## src/rdma_pkg.sv

```systemverilog
/*
  RDMA request parser definitions.
  Field widths, the command opcodes and the packed request words
  shared by the router, the read splitter, the merger and the slices.
*/

package rdma_pkg;

  ////////////////////////////////////////////////////////////
  // Field widths
  ////////////////////////////////////////////////////////////

  // Virtual address in host or card memory
  localparam int VADDR_BITS = 48;
  // Transfer length in bytes
  localparam int LEN_BITS = 28;
  // Process id of the issuing context
  localparam int PID_BITS = 6;
  // Destination stream or queue index
  localparam int DEST_BITS = 4;

  ////////////////////////////////////////////////////////////
  // Opcodes
  ////////////////////////////////////////////////////////////

  // Only reads get split, the others bypass
  typedef enum logic [1:0] {
    RDMA_READ  = 2'd0,
    RDMA_WRITE = 2'd1,
    RDMA_SEND  = 2'd2
  } rdma_op_t;

  ////////////////////////////////////////////////////////////
  // Request words
  ////////////////////////////////////////////////////////////

  // Local side of a command, 90 bits
  typedef struct packed {
    rdma_op_t               opcode;
    logic [PID_BITS-1:0]    pid;
    logic [DEST_BITS-1:0]   dest;
    // Host memory vs card memory
    logic                   host;
    // Final piece of a user transfer
    logic                   last;
    logic [VADDR_BITS-1:0]  vaddr;
    logic [LEN_BITS-1:0]    len;
  } rdma_local_t;

  // Remote side of a command, 52 bits
  typedef struct packed {
    logic [VADDR_BITS-1:0]  vaddr;
    logic [DEST_BITS-1:0]   dest;
  } rdma_remote_t;

  // Double request, data word of every request stream
  typedef struct packed {
    rdma_local_t   req_1;
    rdma_remote_t  req_2;
  } rdma_dreq_t;

endpackage

```

## src/meta_reg.sv

```systemverilog
/*
  Request stream register slice.
  Two entries: a main output register and a skid register,
  so ready toward the producer is a flop and throughput stays full.
*/

`timescale 1ns/10ps

module meta_reg (
  input  logic                 aclk,
  input  logic                 aresetn,
  input  logic                 s_valid,
  output logic                 s_ready,
  input  rdma_pkg::rdma_dreq_t s_data,
  output logic                 m_valid,
  input  logic                 m_ready,
  output rdma_pkg::rdma_dreq_t m_data
);

  logic                 main_valid_q;
  logic                 skid_valid_q;
  rdma_pkg::rdma_dreq_t main_data_q;
  rdma_pkg::rdma_dreq_t skid_data_q;
  logic                 load_main;

  // Main entry free or draining this cycle
  assign load_main = m_ready | ~main_valid_q;

  // Only a full skid entry blocks the producer
  assign s_ready = ~skid_valid_q;

  always_ff @(posedge aclk) begin
    if (!aresetn) begin
      main_valid_q <= 1'b0;
      skid_valid_q <= 1'b0;
    end else if (load_main) begin
      // Skid wins over new input, input is blocked then anyway
      main_valid_q <= skid_valid_q | s_valid;
      skid_valid_q <= 1'b0;
    end else if (s_valid && !skid_valid_q) begin
      // Main stalled, park the incoming item
      skid_valid_q <= 1'b1;
    end
  end

  always_ff @(posedge aclk) begin
    if (load_main) begin
      main_data_q <= skid_valid_q ? skid_data_q : s_data;
    end else if (s_valid && !skid_valid_q) begin
      skid_data_q <= s_data;
    end
  end

  assign m_valid = main_valid_q;
  assign m_data  = main_data_q;

  // Offered word holds until the consumer takes it
  a_hold_stable: assert property (@(posedge aclk) disable iff (!aresetn)
    m_valid && !m_ready |=> m_valid && $stable(m_data));

endmodule

```

## src/rdma_cmd_router.sv

```systemverilog
/*
  RDMA command router.
  Registers each host command, decodes its opcode and offers it
  to the read splitter path or to the write/send bypass path.
*/

`timescale 1ns/10ps

module rdma_cmd_router (
  input  logic                 aclk,
  input  logic                 aresetn,
  input  logic                 s_valid,
  output logic                 s_ready,
  input  rdma_pkg::rdma_dreq_t s_data,
  output logic                 rd_valid,
  input  logic                 rd_ready,
  output rdma_pkg::rdma_dreq_t rd_data,
  output logic                 bp_valid,
  input  logic                 bp_ready,
  output rdma_pkg::rdma_dreq_t bp_data
);

  logic                 reg_valid;
  logic                 reg_ready;
  rdma_pkg::rdma_dreq_t reg_data;
  logic                 is_read;

  // Input stage, one cycle of latency
  meta_reg inst_in_reg (
    .aclk    (aclk),
    .aresetn (aresetn),
    .s_valid (s_valid),
    .s_ready (s_ready),
    .s_data  (s_data),
    .m_valid (reg_valid),
    .m_ready (reg_ready),
    .m_data  (reg_data)
  );

  ////////////////////////////////////////////////////////////
  // Opcode steering
  ////////////////////////////////////////////////////////////

  assign is_read = (reg_data.req_1.opcode == rdma_pkg::RDMA_READ);

  // Valid goes to one path only
  assign rd_valid = reg_valid & is_read;
  assign bp_valid = reg_valid & ~is_read;

  // Ready comes back from the selected path alone
  assign reg_ready = is_read ? rd_ready : bp_ready;

  // Same word on both paths, the valids do the selecting
  assign rd_data = reg_data;
  assign bp_data = reg_data;

  // Host side must never issue an undefined opcode
  a_known_opcode: assert property (@(posedge aclk) disable iff (!aresetn)
    reg_valid |-> reg_data.req_1.opcode inside
      {rdma_pkg::RDMA_READ, rdma_pkg::RDMA_WRITE, rdma_pkg::RDMA_SEND});

endmodule

```

## src/rdma_read_splitter.sv

```systemverilog
/*
  RDMA read splitter.
  Cuts one read command into pieces of at most MAX_READ_BYTES.
  Local and remote addresses advance together by the piece size;
  only the final piece carries the command's last bit.
*/

`timescale 1ns/10ps

module rdma_read_splitter #(
  parameter int unsigned MAX_READ_BYTES = 4096
) (
  input  logic                 aclk,
  input  logic                 aresetn,
  input  logic                 s_valid,
  output logic                 s_ready,
  input  rdma_pkg::rdma_dreq_t s_data,
  output logic                 m_valid,
  input  logic                 m_ready,
  output rdma_pkg::rdma_dreq_t m_data
);

  // Piece size at length and address width
  localparam logic [rdma_pkg::LEN_BITS-1:0] MAX_LEN =
    MAX_READ_BYTES[rdma_pkg::LEN_BITS-1:0];
  localparam logic [rdma_pkg::VADDR_BITS-1:0] MAX_ADDR =
    {{(rdma_pkg::VADDR_BITS-rdma_pkg::LEN_BITS){1'b0}}, MAX_LEN};

  typedef enum logic [1:0] {
    ST_IDLE,
    ST_PARSE,
    ST_SEND
  } state_t;

  state_t state_q;
  state_t state_d;

  // Remaining command: len counts down, both vaddrs advance
  rdma_pkg::rdma_dreq_t cmd_q;
  // Piece on offer at the output
  rdma_pkg::rdma_dreq_t piece_q;

  ////////////////////////////////////////////////////////////
  // State machine
  ////////////////////////////////////////////////////////////

  always_comb begin
    state_d = state_q;
    case (state_q)
      ST_IDLE: begin
        if (s_valid) begin
          state_d = ST_PARSE;
        end
      end
      ST_PARSE: begin
        state_d = ST_SEND;
      end
      ST_SEND: begin
        // Zero remaining length means the final piece is out
        if (m_ready) begin
          state_d = (cmd_q.req_1.len != '0) ? ST_PARSE : ST_IDLE;
        end
      end
      default: begin
        state_d = ST_IDLE;
      end
    endcase
  end

  always_ff @(posedge aclk) begin
    if (!aresetn) begin
      state_q <= ST_IDLE;
    end else begin
      state_q <= state_d;
    end
  end

  ////////////////////////////////////////////////////////////
  // Datapath
  ////////////////////////////////////////////////////////////

  always_ff @(posedge aclk) begin
    case (state_q)
      ST_IDLE: begin
        if (s_valid) begin
          cmd_q <= s_data;
        end
      end
      ST_PARSE: begin
        // Piece starts at the current addresses, other fields copied
        piece_q <= cmd_q;
        if (cmd_q.req_1.len > MAX_LEN) begin
          // Full-size piece, more to follow
          piece_q.req_1.len  <= MAX_LEN;
          piece_q.req_1.last <= 1'b0;
          cmd_q.req_1.len    <= cmd_q.req_1.len - MAX_LEN;
          cmd_q.req_1.vaddr  <= cmd_q.req_1.vaddr + MAX_ADDR;
          cmd_q.req_2.vaddr  <= cmd_q.req_2.vaddr + MAX_ADDR;
        end else begin
          // Tail piece keeps its own len and last bit
          cmd_q.req_1.len <= '0;
        end
      end
      default: begin
      end
    endcase
  end

  // Commands taken only between reads
  assign s_ready = (state_q == ST_IDLE);

  assign m_valid = (state_q == ST_SEND);
  assign m_data  = piece_q;

  // No piece may exceed the protocol's single read size
  a_piece_len: assert property (@(posedge aclk) disable iff (!aresetn)
    m_valid |-> m_data.req_1.len <= MAX_LEN);

endmodule

```

## src/rdma_req_merger.sv

```systemverilog
/*
  RDMA request merger.
  Round-robin arbiter between read pieces and bypassed commands.
  A grant stays locked on a waiting source until its item is taken,
  then priority passes to the other source. Output is registered.
*/

`timescale 1ns/10ps

module rdma_req_merger (
  input  logic                 aclk,
  input  logic                 aresetn,
  input  logic                 rd_valid,
  output logic                 rd_ready,
  input  rdma_pkg::rdma_dreq_t rd_data,
  input  logic                 bp_valid,
  output logic                 bp_ready,
  input  rdma_pkg::rdma_dreq_t bp_data,
  output logic                 m_valid,
  input  logic                 m_ready,
  output rdma_pkg::rdma_dreq_t m_data
);

  // Select encoding, 0 is the read stream and 1 the bypass stream
  logic                 sel;
  logic                 lock_q;
  logic                 lock_sel_q;
  logic                 prio_q;
  logic                 arb_valid;
  logic                 arb_ready;
  rdma_pkg::rdma_dreq_t arb_data;

  always_comb begin
    if (lock_q) begin
      sel = lock_sel_q;
    end else if (rd_valid && bp_valid) begin
      sel = prio_q;
    end else begin
      // Single requester or none
      sel = bp_valid;
    end
  end

  assign arb_valid = sel ? bp_valid : rd_valid;
  assign arb_data  = sel ? bp_data : rd_data;
  assign rd_ready  = arb_ready & ~sel;
  assign bp_ready  = arb_ready & sel;

  always_ff @(posedge aclk) begin
    if (!aresetn) begin
      lock_q     <= 1'b0;
      lock_sel_q <= 1'b0;
      prio_q     <= 1'b0;
    end else if (arb_valid && arb_ready) begin
      // Accepted, release and hand priority over
      lock_q <= 1'b0;
      prio_q <= ~sel;
    end else if (arb_valid) begin
      lock_q     <= 1'b1;
      lock_sel_q <= sel;
    end
  end

  // Output slice
  meta_reg inst_out_reg (
    .aclk    (aclk),
    .aresetn (aresetn),
    .s_valid (arb_valid),
    .s_ready (arb_ready),
    .s_data  (arb_data),
    .m_valid (m_valid),
    .m_ready (m_ready),
    .m_data  (m_data)
  );

  // Stalled grant keeps offering the same word
  a_grant_held: assert property (@(posedge aclk) disable iff (!aresetn)
    arb_valid && !arb_ready |=> arb_valid && $stable(arb_data));

endmodule

```

## src/rdma_req_parser.sv

```systemverilog
/*
  RDMA request parser, top level.
  Routes host commands by opcode, splits reads into protocol-sized
  pieces, passes writes and sends through and merges both streams.
*/

`timescale 1ns/10ps

module rdma_req_parser #(
  parameter int unsigned MAX_READ_BYTES = 4096
) (
  input  logic                 aclk,
  input  logic                 aresetn,
  input  logic                 s_valid,
  output logic                 s_ready,
  input  rdma_pkg::rdma_dreq_t s_data,
  output logic                 m_valid,
  input  logic                 m_ready,
  output rdma_pkg::rdma_dreq_t m_data
);

  // Router to splitter and to bypass slice
  logic rd_valid, rd_ready;
  logic bp_valid, bp_ready;
  rdma_pkg::rdma_dreq_t rd_data;
  rdma_pkg::rdma_dreq_t bp_data;

  // Into the merger
  logic piece_valid, piece_ready;
  logic bp_out_valid, bp_out_ready;
  rdma_pkg::rdma_dreq_t piece_data;
  rdma_pkg::rdma_dreq_t bp_out_data;

  rdma_cmd_router inst_router (
    .aclk (aclk), .aresetn (aresetn),
    .s_valid (s_valid), .s_ready (s_ready), .s_data (s_data),
    .rd_valid (rd_valid), .rd_ready (rd_ready), .rd_data (rd_data),
    .bp_valid (bp_valid), .bp_ready (bp_ready), .bp_data (bp_data)
  );

  rdma_read_splitter #(.MAX_READ_BYTES(MAX_READ_BYTES)) inst_splitter (
    .aclk (aclk), .aresetn (aresetn),
    .s_valid (rd_valid), .s_ready (rd_ready), .s_data (rd_data),
    .m_valid (piece_valid), .m_ready (piece_ready), .m_data (piece_data)
  );

  // Writes and sends, one slice to balance the path
  meta_reg inst_bp_reg (
    .aclk (aclk), .aresetn (aresetn),
    .s_valid (bp_valid), .s_ready (bp_ready), .s_data (bp_data),
    .m_valid (bp_out_valid), .m_ready (bp_out_ready), .m_data (bp_out_data)
  );

  rdma_req_merger inst_merger (
    .aclk (aclk), .aresetn (aresetn),
    .rd_valid (piece_valid), .rd_ready (piece_ready), .rd_data (piece_data),
    .bp_valid (bp_out_valid), .bp_ready (bp_out_ready), .bp_data (bp_out_data),
    .m_valid (m_valid), .m_ready (m_ready), .m_data (m_data)
  );

endmodule

```

## config.mk

```make
export PLATFORM = sky130hd
export DESIGN_NAME = rdma_req_parser
export DESIGN_NICKNAME = d
export VERILOG_FILES = /design/src/rdma_pkg.sv /design/src/meta_reg.sv /design/src/rdma_cmd_router.sv /design/src/rdma_read_splitter.sv /design/src/rdma_req_merger.sv /design/src/rdma_req_parser.sv
export SDC_FILE = /design/constraint.sdc
export NUM_CORES = 1
export LEC_CHECK = 0
export BUFFER_PORTS_ARGS = -buffer_cell sky130_fd_sc_hd__buf_4
export CORE_MARGIN = 5
export CORE_UTILIZATION = 25
export DETAILED_ROUTE_END_ITERATION = 8
export PLACE_DENSITY_LB_ADDON = 0.12
export SLEW_MARGIN = 20
export SYNTH_ARGS = -nofsm -noshare
export SYNTH_HDL_FRONTEND = slang
export SYNTH_SLANG_ARGS = --single-unit
export TNS_END_PERCENT = 5
```

## constraint.sdc

```tcl
create_clock -name aclk -period 69.6 [get_ports aclk]
set_input_delay 13.92 -clock aclk [delete_from_list [all_inputs] [get_ports aclk]]
set_output_delay 13.92 -clock aclk [all_outputs]
set_load 0.03 [all_outputs]
```

* Word level (Yosys, flattened, before mapping) *
Index checks and enable logic that the tools add are counted.
Widths: inputs -> output; s select.

word-level totals
  memory bits (read-only) = 0
  output and inout bits = 144
  bits in latches = 0
  input bits = 146
  register bits after elaboration = 1147
  memories kept = 0
  RAM bits = 0
  word-level logic and storage cells = 155

cells by class
  bitwise operators = 23
  equality and inequality tests = 5
  multiplexer cells = 17
  multiply operators = 0
  $lt $le $gt $ge = 1
  shift-type cells = 0
  reductions and logical operators = 24
  add/subtract/negate cells = 3
  div/mod/pow operators = 0

operator list
  kind                    count
  $mux 142                4
  $pmux 124 s2            1
  $mux 128                1
  $add 48x13->48 const B  2
  $mux 48                 2
  $gt 28x13->1 const B    1
  $mux 28                 1
  $reduce_bool 28->1      1
  $sub 28x13->28 const B  1
  $reduce_and 2->1        7
  $not 1->1               13
  $reduce_or 2->1         4
  $or 1x1->1              6
  $pmux 2 s3              1
  $logic_and 1x1->1       5
  $mux 1                  5
  $and 1x1->1             4
  $logic_not 2->1         2
  $mux 2                  2
  $ne 2x1->1 const B      2
  $logic_not 1->1         3
  $reduce_and 3->1        1
  $eq 2x1->1 const B      1
  $eq 2x2->1 const B      1
  2 further kinds         2

* Longest topological paths before layout *
Gate-level depths: netlist of run 1.

  word-level depth = 8
  mapped depth = 8
  gate-level depth less buffers = 7

* By module *
A second synthesis of run 1 with hierarchy kept.

unflattened totals
  cells, all modules = 2516
  area, all modules = 46295.7 um^2

modules (own cells, without submodules)
  module              area an instance (um^2)  seq. area each (um^2)  instances  cells an instance
  meta_reg            10511.3                  8568.2                 3          450
  rdma_read_splitter  11760.0                  8568.2                 1          839
  rdma_req_merger     1900.6                   60.1                   1          181
  rdma_cmd_router     1101.1                   0.0                    1          146

* Worst setup path before layout of run 1 *
Ideal clock, no wire load.

  path type = input to register
  start point = in m_ready
  end point = reg inst_merger.inst_out_reg.skid_data_q[0] (netlist bit) (enable)
  slack = 41042 ps
  buffers on the path = 0
  required time = 68753 ps
  arrival time = 27711 ps
  stages on the path = 2
  setup time = 847 ps
  cell sequence = nand2b_1 -> nor3b_1

between the ends
  longest elaborated chain between the ends = 3

RTL lines
  element                     RTL line               RTL
  from (decl)                 rdma_req_parser.sv:18  input logic m_ready,
  $or 1x1->1                  meta_reg.sv:27         assign load_main = m_ready | ~main_valid_q;
  $not 1->1 (no line)         --
  $reduce_and 2->1 (no line)  --
  to (signal assigned)        meta_reg.sv:50         skid_data_q <= s_data;
  to (decl)                   meta_reg.sv:23         rdma_pkg::rdma_dreq_t skid_data_q;

Every way passes these cells.
A chain may end at the register's enable or synchronous reset.

* Worst setup path in the final report of run 1 *
  start point = in m_ready
  end point = reg inst_merger.inst_out_reg.skid_data_q[34] (netlist bit) (enable)

between the ends
  longest elaborated chain between the ends = 3

RTL lines
  element                                 RTL line        RTL
  $or 1x1->1                              meta_reg.sv:27
  via inst_merger.inst_out_reg.load_main  meta_reg.sv:24  logic load_main;
  $not 1->1 (no line)                     --
  $reduce_and 2->1 (no line)              --

The timed path passes the listed nets, and every way through them passes these cells.

==> results by group, run 1 <==
Power
  • Maximum vdd drop: 0.0000155 V
  • Share of power burned in registers: 51.3%
  • Net Switching: 0.359 mW
  • Pleak: 17.8 nW
  • Clock share of power: 42.5%
  • Net Sw Frac: 22.5%
  • Int Pwr: 1.24 mW
  • Power per cell area: 29.7 nW/um^2
  • Total Power: 1.60 mW
  • Logic pwr share: 6.2%

STA
  • Least-Margin Pin Slew: 1.10 ns
  • Unrepaired setup endpoints after global routing: false
  • Worst Skew: 0.0285 ns
  • Final Hold Fails: 0
  • Final period util: 23.9%
  • Rel. slew slack: 26.7%
  • Min Tclk post-route: 16.65 ns
  • Max Freq: 0.0600 GHz
  • Endpoints failing setup: 0
  • Final worst setup slack: 52.95 ns
  • Fin. max-slew vios: 0
  • TNS Setup: 0 ns

Logic synthesis
  • Main synth FF type: edfxtp_1
  • Yosys top cell area share: 76.7%
  • Post-synth EDFFs: 1136
  • Ys Warns: 0
  • Area contributors post-synth: edfxtp_1 (77%), mux2_2 (14%), nand2_1 (0.98%)
  • Top-count cell post-synth: edfxtp_1
  • Cells after Synth: 2350
  • Cell Area, Synth: 44500 um^2
  • Synth cell count leaders: edfxtp_1 (1136), mux2_2 (568), nand2_1 (116), o21ai_0 (74), and2_1 (55)
  • Largest area contributor in the netlist: edfxtp_1
  • Flops & latches, synth: 1147
  • Synth cell types: 56
  • Asr flop ratio synth: 0%
  • Avg Cell Area, Syn: 18.9 um^2
  • Post-synthesis sequential area ratio: 77.2%

Cells and area
  • Layout cells sized above 1: 39.3%
  • Cell area after layout: 53700 um^2
  • Synth-to-Final Area Change: 20.8%
  • Nets: 2879
  • Final core occ: 30.5%

Setup path
  • Reg2reg setup slack: 65.36 ns
  • R2r endpoint: inst_merger.inst_out_reg.skid_data_q[34]$_DFFE_PP_
  • Setup crit end kind: flip-flop
  • Crit. Startpoint: m_ready
  • Setup crit end: inst_merger.inst_out_reg.skid_data_q[34]$_DFFE_PP_
  • CP Data Required Time: 69.97 ns
  • Worst-path maximum fanout: 57
  • Worst setup SP type: input port
  • Worst r2r src: inst_splitter.state_q[1]$_SDFFE_PN0P_
  • Register-to-Register Path Depth: 6
  • Worst Setup Path Type: in2reg
  • Crit path arrival time: 17.02 ns

Floorplanning
  • Row count: 154
  • Placeable core region: 176000 um^2
  • Die height: 432 um
  • Die area: 186000 um^2
  • Initial Util: 25.2%
  • # IOs: 290
  • Chip width: 432 um

Clock tree
  • CTS sink cnt: 1147
  • Post-CTS Resized: 0
  • CTS H-tree lvls: 4
  • Latest clock arrival within the worst-skew pair: 0.77 ns
  • TritonCTS buffer count: 136
  • Clock tree buffer depth: 3
  • CTS tree: done
  • Clock-pin transition on the worst setup and hold timing paths: 0.06 ns
  • # hold bufs at CTS: 0
  • Root Driver: clkbuf_16
  • Post-CTS setup buffers: 0

Route
  • Routed vias/inst: 4.21
  • Final wirelength: 113000 um
  • Initial DRC count: 1262
  • Antenna-violating nets left: 0
  • Drt drc: 0
  • First-pass DRT Iterations: 4
  • Vias: 21.8k
  • Drt wl/cell: 21.9 um

Place
  • Dpl hpwl: 65100 um
  • IO Port Bufs: 289
  • Cell Area, Placed: 49500 um^2
  • Pre-CTS setup slack: 51.72 ns
  • Placer Congestion: 0.713

Global routing
  • Vias in the first global route: 23.9k
  • First-pass GRT wire length: 164000 um
  • Total GRT Usage: 12.0%
  • Initial antenna violation count: 6
  • Gr ovfl total: 0
  • Largest net degree at the start of global routing: 146

Run status
  • Run status: finished clean

Worst hold path
  • Hold WC Path Type: reg2reg

Run
  • Max cap viols: 0
[routing by layer]
metal	track usage (%)	vias up	wire length [um]
met5	0	-	0
met4	4.34	0	3270
met3	2.35	182	3860
met2	21.2	371	58500
met1	14.4	11286	47600
li1	-	9913	-
[stage by stage]
stage / cells / hold WS [ns]
2_1_floorplan: 2363 / 0.400
3_3_place_gp: 4931 / 0.402
3_5_place_dp: 4931 / 0.405
4_1_cts: 5168 / 0.418
5_1_grt: 5170 / 0.421
6_report: 5170 / 0.417
[power groups by stage]
stage                     clock network, mW  registers (mW)  logic, mW
after global placement                    0           0.834      0.102
after CTS                             0.707           0.821      0.103
after detailed placement                  0           0.835      0.103
after floorplan                           0           0.848     0.0428
after global routing                  0.734           0.823      0.107
final                                 0.680           0.819     0.0993
[how the worst min path moves through the flow]
stage / start / end / slack, ns / cells past startpoint
2_1_floorplan: inst_splitter.cmd_q[0]$_DFFE_PP_ / inst_splitter.m_data[0]$_DFFE_PP_ / 0.40 / 0
3_3_place_gp: inst_splitter.cmd_q[84]$_DFFE_PP_ / inst_splitter.m_data[84]$_DFFE_PP_ / 0.40 / 0
3_5_place_dp: inst_splitter.cmd_q[130]$_DFFE_PP_ / inst_splitter.m_data[130]$_DFFE_PP_ / 0.40 / 0
4_1_cts: inst_splitter.cmd_q[2]$_DFFE_PP_ / inst_splitter.m_data[2]$_DFFE_PP_ / 0.42 / 0
5_1_grt: inst_splitter.cmd_q[1]$_DFFE_PP_ / inst_splitter.m_data[1]$_DFFE_PP_ / 0.42 / 0
6_report: inst_splitter.cmd_q[130]$_DFFE_PP_ / inst_splitter.m_data[130]$_DFFE_PP_ / 0.42 / 0
[sequential cells by signal, summed over array words and instances, names as in the netlist]
| name | flops |
|---|---|
| inst_merger.inst_out_reg.skid_valid_q | 1 |
| inst_splitter.state_q | 2 |
| inst_merger.inst_out_reg.skid_data_q | 142 |
| inst_merger.lock_q | 1 |
| inst_merger.prio_q | 1 |
| inst_merger.inst_out_reg.m_valid | 1 |
| inst_bp_reg.skid_valid_q | 1 |
| inst_router.inst_in_reg.skid_data_q | 142 |
| inst_bp_reg.m_valid | 1 |
| inst_bp_reg.skid_data_q | 142 |
| inst_router.inst_in_reg.m_valid | 1 |
| inst_merger.lock_sel_q | 1 |
| inst_router.inst_in_reg.skid_valid_q | 1 |
| inst_merger.inst_out_reg.m_data | 142 |
| inst_bp_reg.m_data | 142 |
| inst_splitter.m_data | 142 |
| inst_splitter.cmd_q | 142 |
| inst_router.inst_in_reg.m_data | 142 |
[cells in the final DEF, fill, tap and decap left out, types with 4 or more instances in the layout]
cell	count
edfxtp_1	1136
mux2_2	568
buf_4	318
clkbuf_16	141
nand2_1	116
o21ai_0	74
and2_1	55
xnor2_1	48
xor2_1	32
nor2_1	30
clkinv_1	30
clkbuf_1	30
nand4_1	24
nor3_1	19
nand3_1	18
clkinv_2	17
conb_1	14
a21oi_1	13
inv_1	12
o21ai_1	12
nor4_1	11
and3_1	8
dfxtp_1	8
bufinv_16	7
inv_6	6
nor4_4	5
and4_1	5
buf_12	5
or3_1	4
nor4_2	4
ha_1	4
[cell type report]
class / count / area [um^2]
clock buffer: 173 / 3670
clock inverter: 64 / 522
multi-input combinational: 1108 / 9730
sequential: 1147 / 34300
tap: 2340 / 2930
antenna: 2 / 5.00
inverter: 13 / 56.3
fill: 17424 / 123000
timing repair buffer: 323 / 2490
[kinds of logic (layout without fill, tap and decap cells)]
group / Yosys count / count (layout) / share of synthesized area, %
DFF: 1147 / 1147 / 77.2
muxes: 568 / 568 / 14.4
and+or+nand+nor: 330 / 330 / 4.16
AOI/OAI and AO/OA: 112 / 112 / 1.34
buffers and inverters: 108 / 573 / 1.23
xor gates and xnor gates: 80 / 80 / 1.58
adders and majority gates: 4 / 4 / 0.113
other: 1 / 16 / 0.00843
[worst max-delay path, stage by stage]
cell and delay (ns):
buf_4 0.12, nand2b_4 0.13, buf_4 0.39, nor3b_4 0.74, buf_4 0.72, buf_4 0.92
No activity file was read; power rests on OpenSTA's default activity.
==> inputs of run 2 (changes only) <==
==> constraint.sdc (replaced) <==
create_clock -name aclk -period 14.7 [get_ports aclk]
set_input_delay 2.94 -clock aclk [delete_from_list [all_inputs] [get_ports aclk]]
set_output_delay 2.94 -clock aclk [all_outputs]
set_load 0.03 [all_outputs]
==> results by group, run 2 (synthesis gave the netlist of run 1 again) <==
Run status
  • Run status: finished clean

Floorplanning
  • Row count: 154
  • Initial Util: 25.2%
  • Placeable core region: 176000 um^2
  • Chip width: 432 um
  • Die area: 186000 um^2
  • # IOs: 290
  • Die height: 432 um

Clock tree
  • Clock-pin transition on the worst setup and hold timing paths: 0.06 ns
  • Clock tree buffer depth: 3
  • Post-CTS Resized: 0
  • TritonCTS buffer count: 132
  • Latest clock arrival within the worst-skew pair: 0.76 ns
  • CTS H-tree lvls: 4
  • Post-CTS setup buffers: 0
  • Root Driver: clkbuf_16
  • CTS tree: done
  • CTS sink cnt: 1147
  • # hold bufs at CTS: 0

Setup path
  • R2r endpoint: inst_router.inst_in_reg.skid_data_q[119]$_DFFE_PP_
  • Worst setup SP type: flip-flop
  • Worst Setup Path Type: reg2out
  • CP Data Required Time: 11.76 ns
  • Reg2reg setup slack: 10.82 ns
  • Register-to-Register Path Depth: 5
  • Crit path arrival time: 1.62 ns
  • Worst r2r src: inst_bp_reg.skid_valid_q$_SDFFE_PP0P_
  • Worst-path maximum fanout: 18
  • Setup crit end kind: output pin

Global routing
  • First-pass GRT wire length: 162000 um
  • Gr ovfl total: 0
  • Initial antenna violation count: 13
  • Vias in the first global route: 23.4k
  • Total GRT Usage: 11.7%
  • Largest net degree at the start of global routing: 147

Power
  • Net Sw Frac: 22.4%
  • Clock share of power: 41.5%
  • Pleak: 17.6 nW
  • Maximum vdd drop: 0.0000652 V
  • Share of power burned in registers: 52.2%
  • Power per cell area: 139 nW/um^2
  • Net Switching: 1.66 mW
  • Logic pwr share: 6.3%
  • Int Pwr: 5.76 mW

Route
  • Antenna-violating nets left: 0
  • First-pass DRT Iterations: 5
  • Drt wl/cell: 21.4 um
  • Routed vias/inst: 4.17
  • Drt drc: 0
  • Vias: 21.5k
  • Final wirelength: 111000 um
  • Initial DRC count: 1233

STA
  • Worst Skew: 0.0279 ns
  • Least-Margin Pin Slew: 1.13 ns
  • Rel. slew slack: 24.6%
  • Fin. max-slew vios: 0
  • Min Tclk post-route: 4.56 ns
  • Hold Slack: 0.413 ns
  • Final period util: 31.0%
  • Unrepaired setup endpoints after global routing: false
  • Final Hold Fails: 0
  • Final worst setup slack: 10.14 ns
  • TNS Setup: 0 ns
  • Max Freq: 0.219 GHz
  • Endpoints failing setup: 0

Cells and area
  • FF+latch area: 34300 um^2
  • Cell area after layout: 53500 um^2
  • Synth-to-Final Area Change: 20.3%
  • Most common cell after layout, fill and taps aside: edfxtp_1
  • Multi-input gate area: 9730 um^2
  • Commonest non-fill, non-tap cells in the layout: edfxtp_1 (1136), mux2_2 (568), buf_4 (317), clkbuf_16 (137), nand2_1 (116)
  • Layout cells sized above 1: 39.1%
  • Nets: 2872
  • FILL cells: 17.4k
  • Non-Filler Instances: 5157

Worst hold path
  • Hold_sp: inst_splitter.cmd_q[10]$_DFFE_PP_
  • End of the worst hold path: inst_splitter.m_data[10]$_DFFE_PP_
  • Worst hold path depth: 0
  • Hold WC Path Type: reg2reg

Place
  • Inst Count DP: 4928
  • Placer Congestion: 0.725
  • Dpl hpwl: 65500 um
  • Pre-CTS setup slack: 9.55 ns
  • Cell Area, Placed: 49500 um^2
  • IO Port Bufs: 289

Run
  • Max cap viols: 0
==> run 2: cell count changes in the layout (fill, tap and decap cells not counted), moves of 3 or more <==
cell,delta
clkinvlp_4,+5
clkinv_2,-9
clkbuf_16,-4
clkbuf_1,+10
clkinv_1,-9
bufinv_16,-3
==> run 2: layer usage <==
| metal | track usage [%] | share of wire (%) |
|---|---|---|
| met5 | 0 | 0.044 |
| met4 | 3.97 | 2.6 |
| met3 | 2.55 | 3.7 |
| met2 | 21.3 | 52 |
| met1 | 13.7 | 41 |
==> run 2: power by group through the flow <==
stage	Sequential, mW	Clock [mW]	Combinational (mW)
after global routing	3.89	3.34	0.507
after floorplan	4.01	0	0.204
after CTS	3.88	3.22	0.488
after global placement	3.94	0	0.481
final	3.87	3.08	0.468
after detailed placement	3.95	0	0.485
==> run 2: critical path: stages (launching register included) <==
cell and delay [ns]:
dfxtp_4 0.59, inv_1 0.08, buf_4 0.18
==> run 2: stage by stage <==
stage | util [%] | power [mW]
after global placement | 28.0 | 4.43
after floorplan | - | 4.21
final | 30.3 | 7.42
after detailed placement | 28.0 | 4.43
after global routing | 30.3 | 7.74
after CTS | 30.3 | 7.59
==> run 2: worst max path at each step <==
stage / from / endpoint / slack (ns) / cells after the start
3_5_place_dp: s_valid / inst_router.inst_in_reg.skid_data_q[120]$_DFFE_PP_ / 9.55 / 4
2_1_floorplan: inst_bp_reg.skid_valid_q$_SDFFE_PP0P_ / inst_router.inst_in_reg.skid_data_q[0]$_DFFE_PP_ / -11.31 / 4
6_report: inst_router.inst_in_reg.skid_valid_q$_SDFFE_PP0P_ / s_ready / 10.14 / 2
4_1_cts: inst_router.inst_in_reg.skid_valid_q$_SDFFE_PP0P_ / s_ready / 10.01 / 2
3_3_place_gp: s_valid / inst_router.inst_in_reg.skid_data_q[120]$_DFFE_PP_ / 9.54 / 4
5_1_grt: inst_router.inst_in_reg.skid_valid_q$_SDFFE_PP0P_ / s_ready / 10.04 / 2
==> run 2: cell type report <==
class,count,area share (%)
multi-input combinational,1108,18.2
timing repair buffer,320,4.56
inverter,13,0.110
clock inverter,48,0.737
tap,2340,5.47
sequential,1147,64.2
antenna,3,0.0140
clock buffer,178,6.71
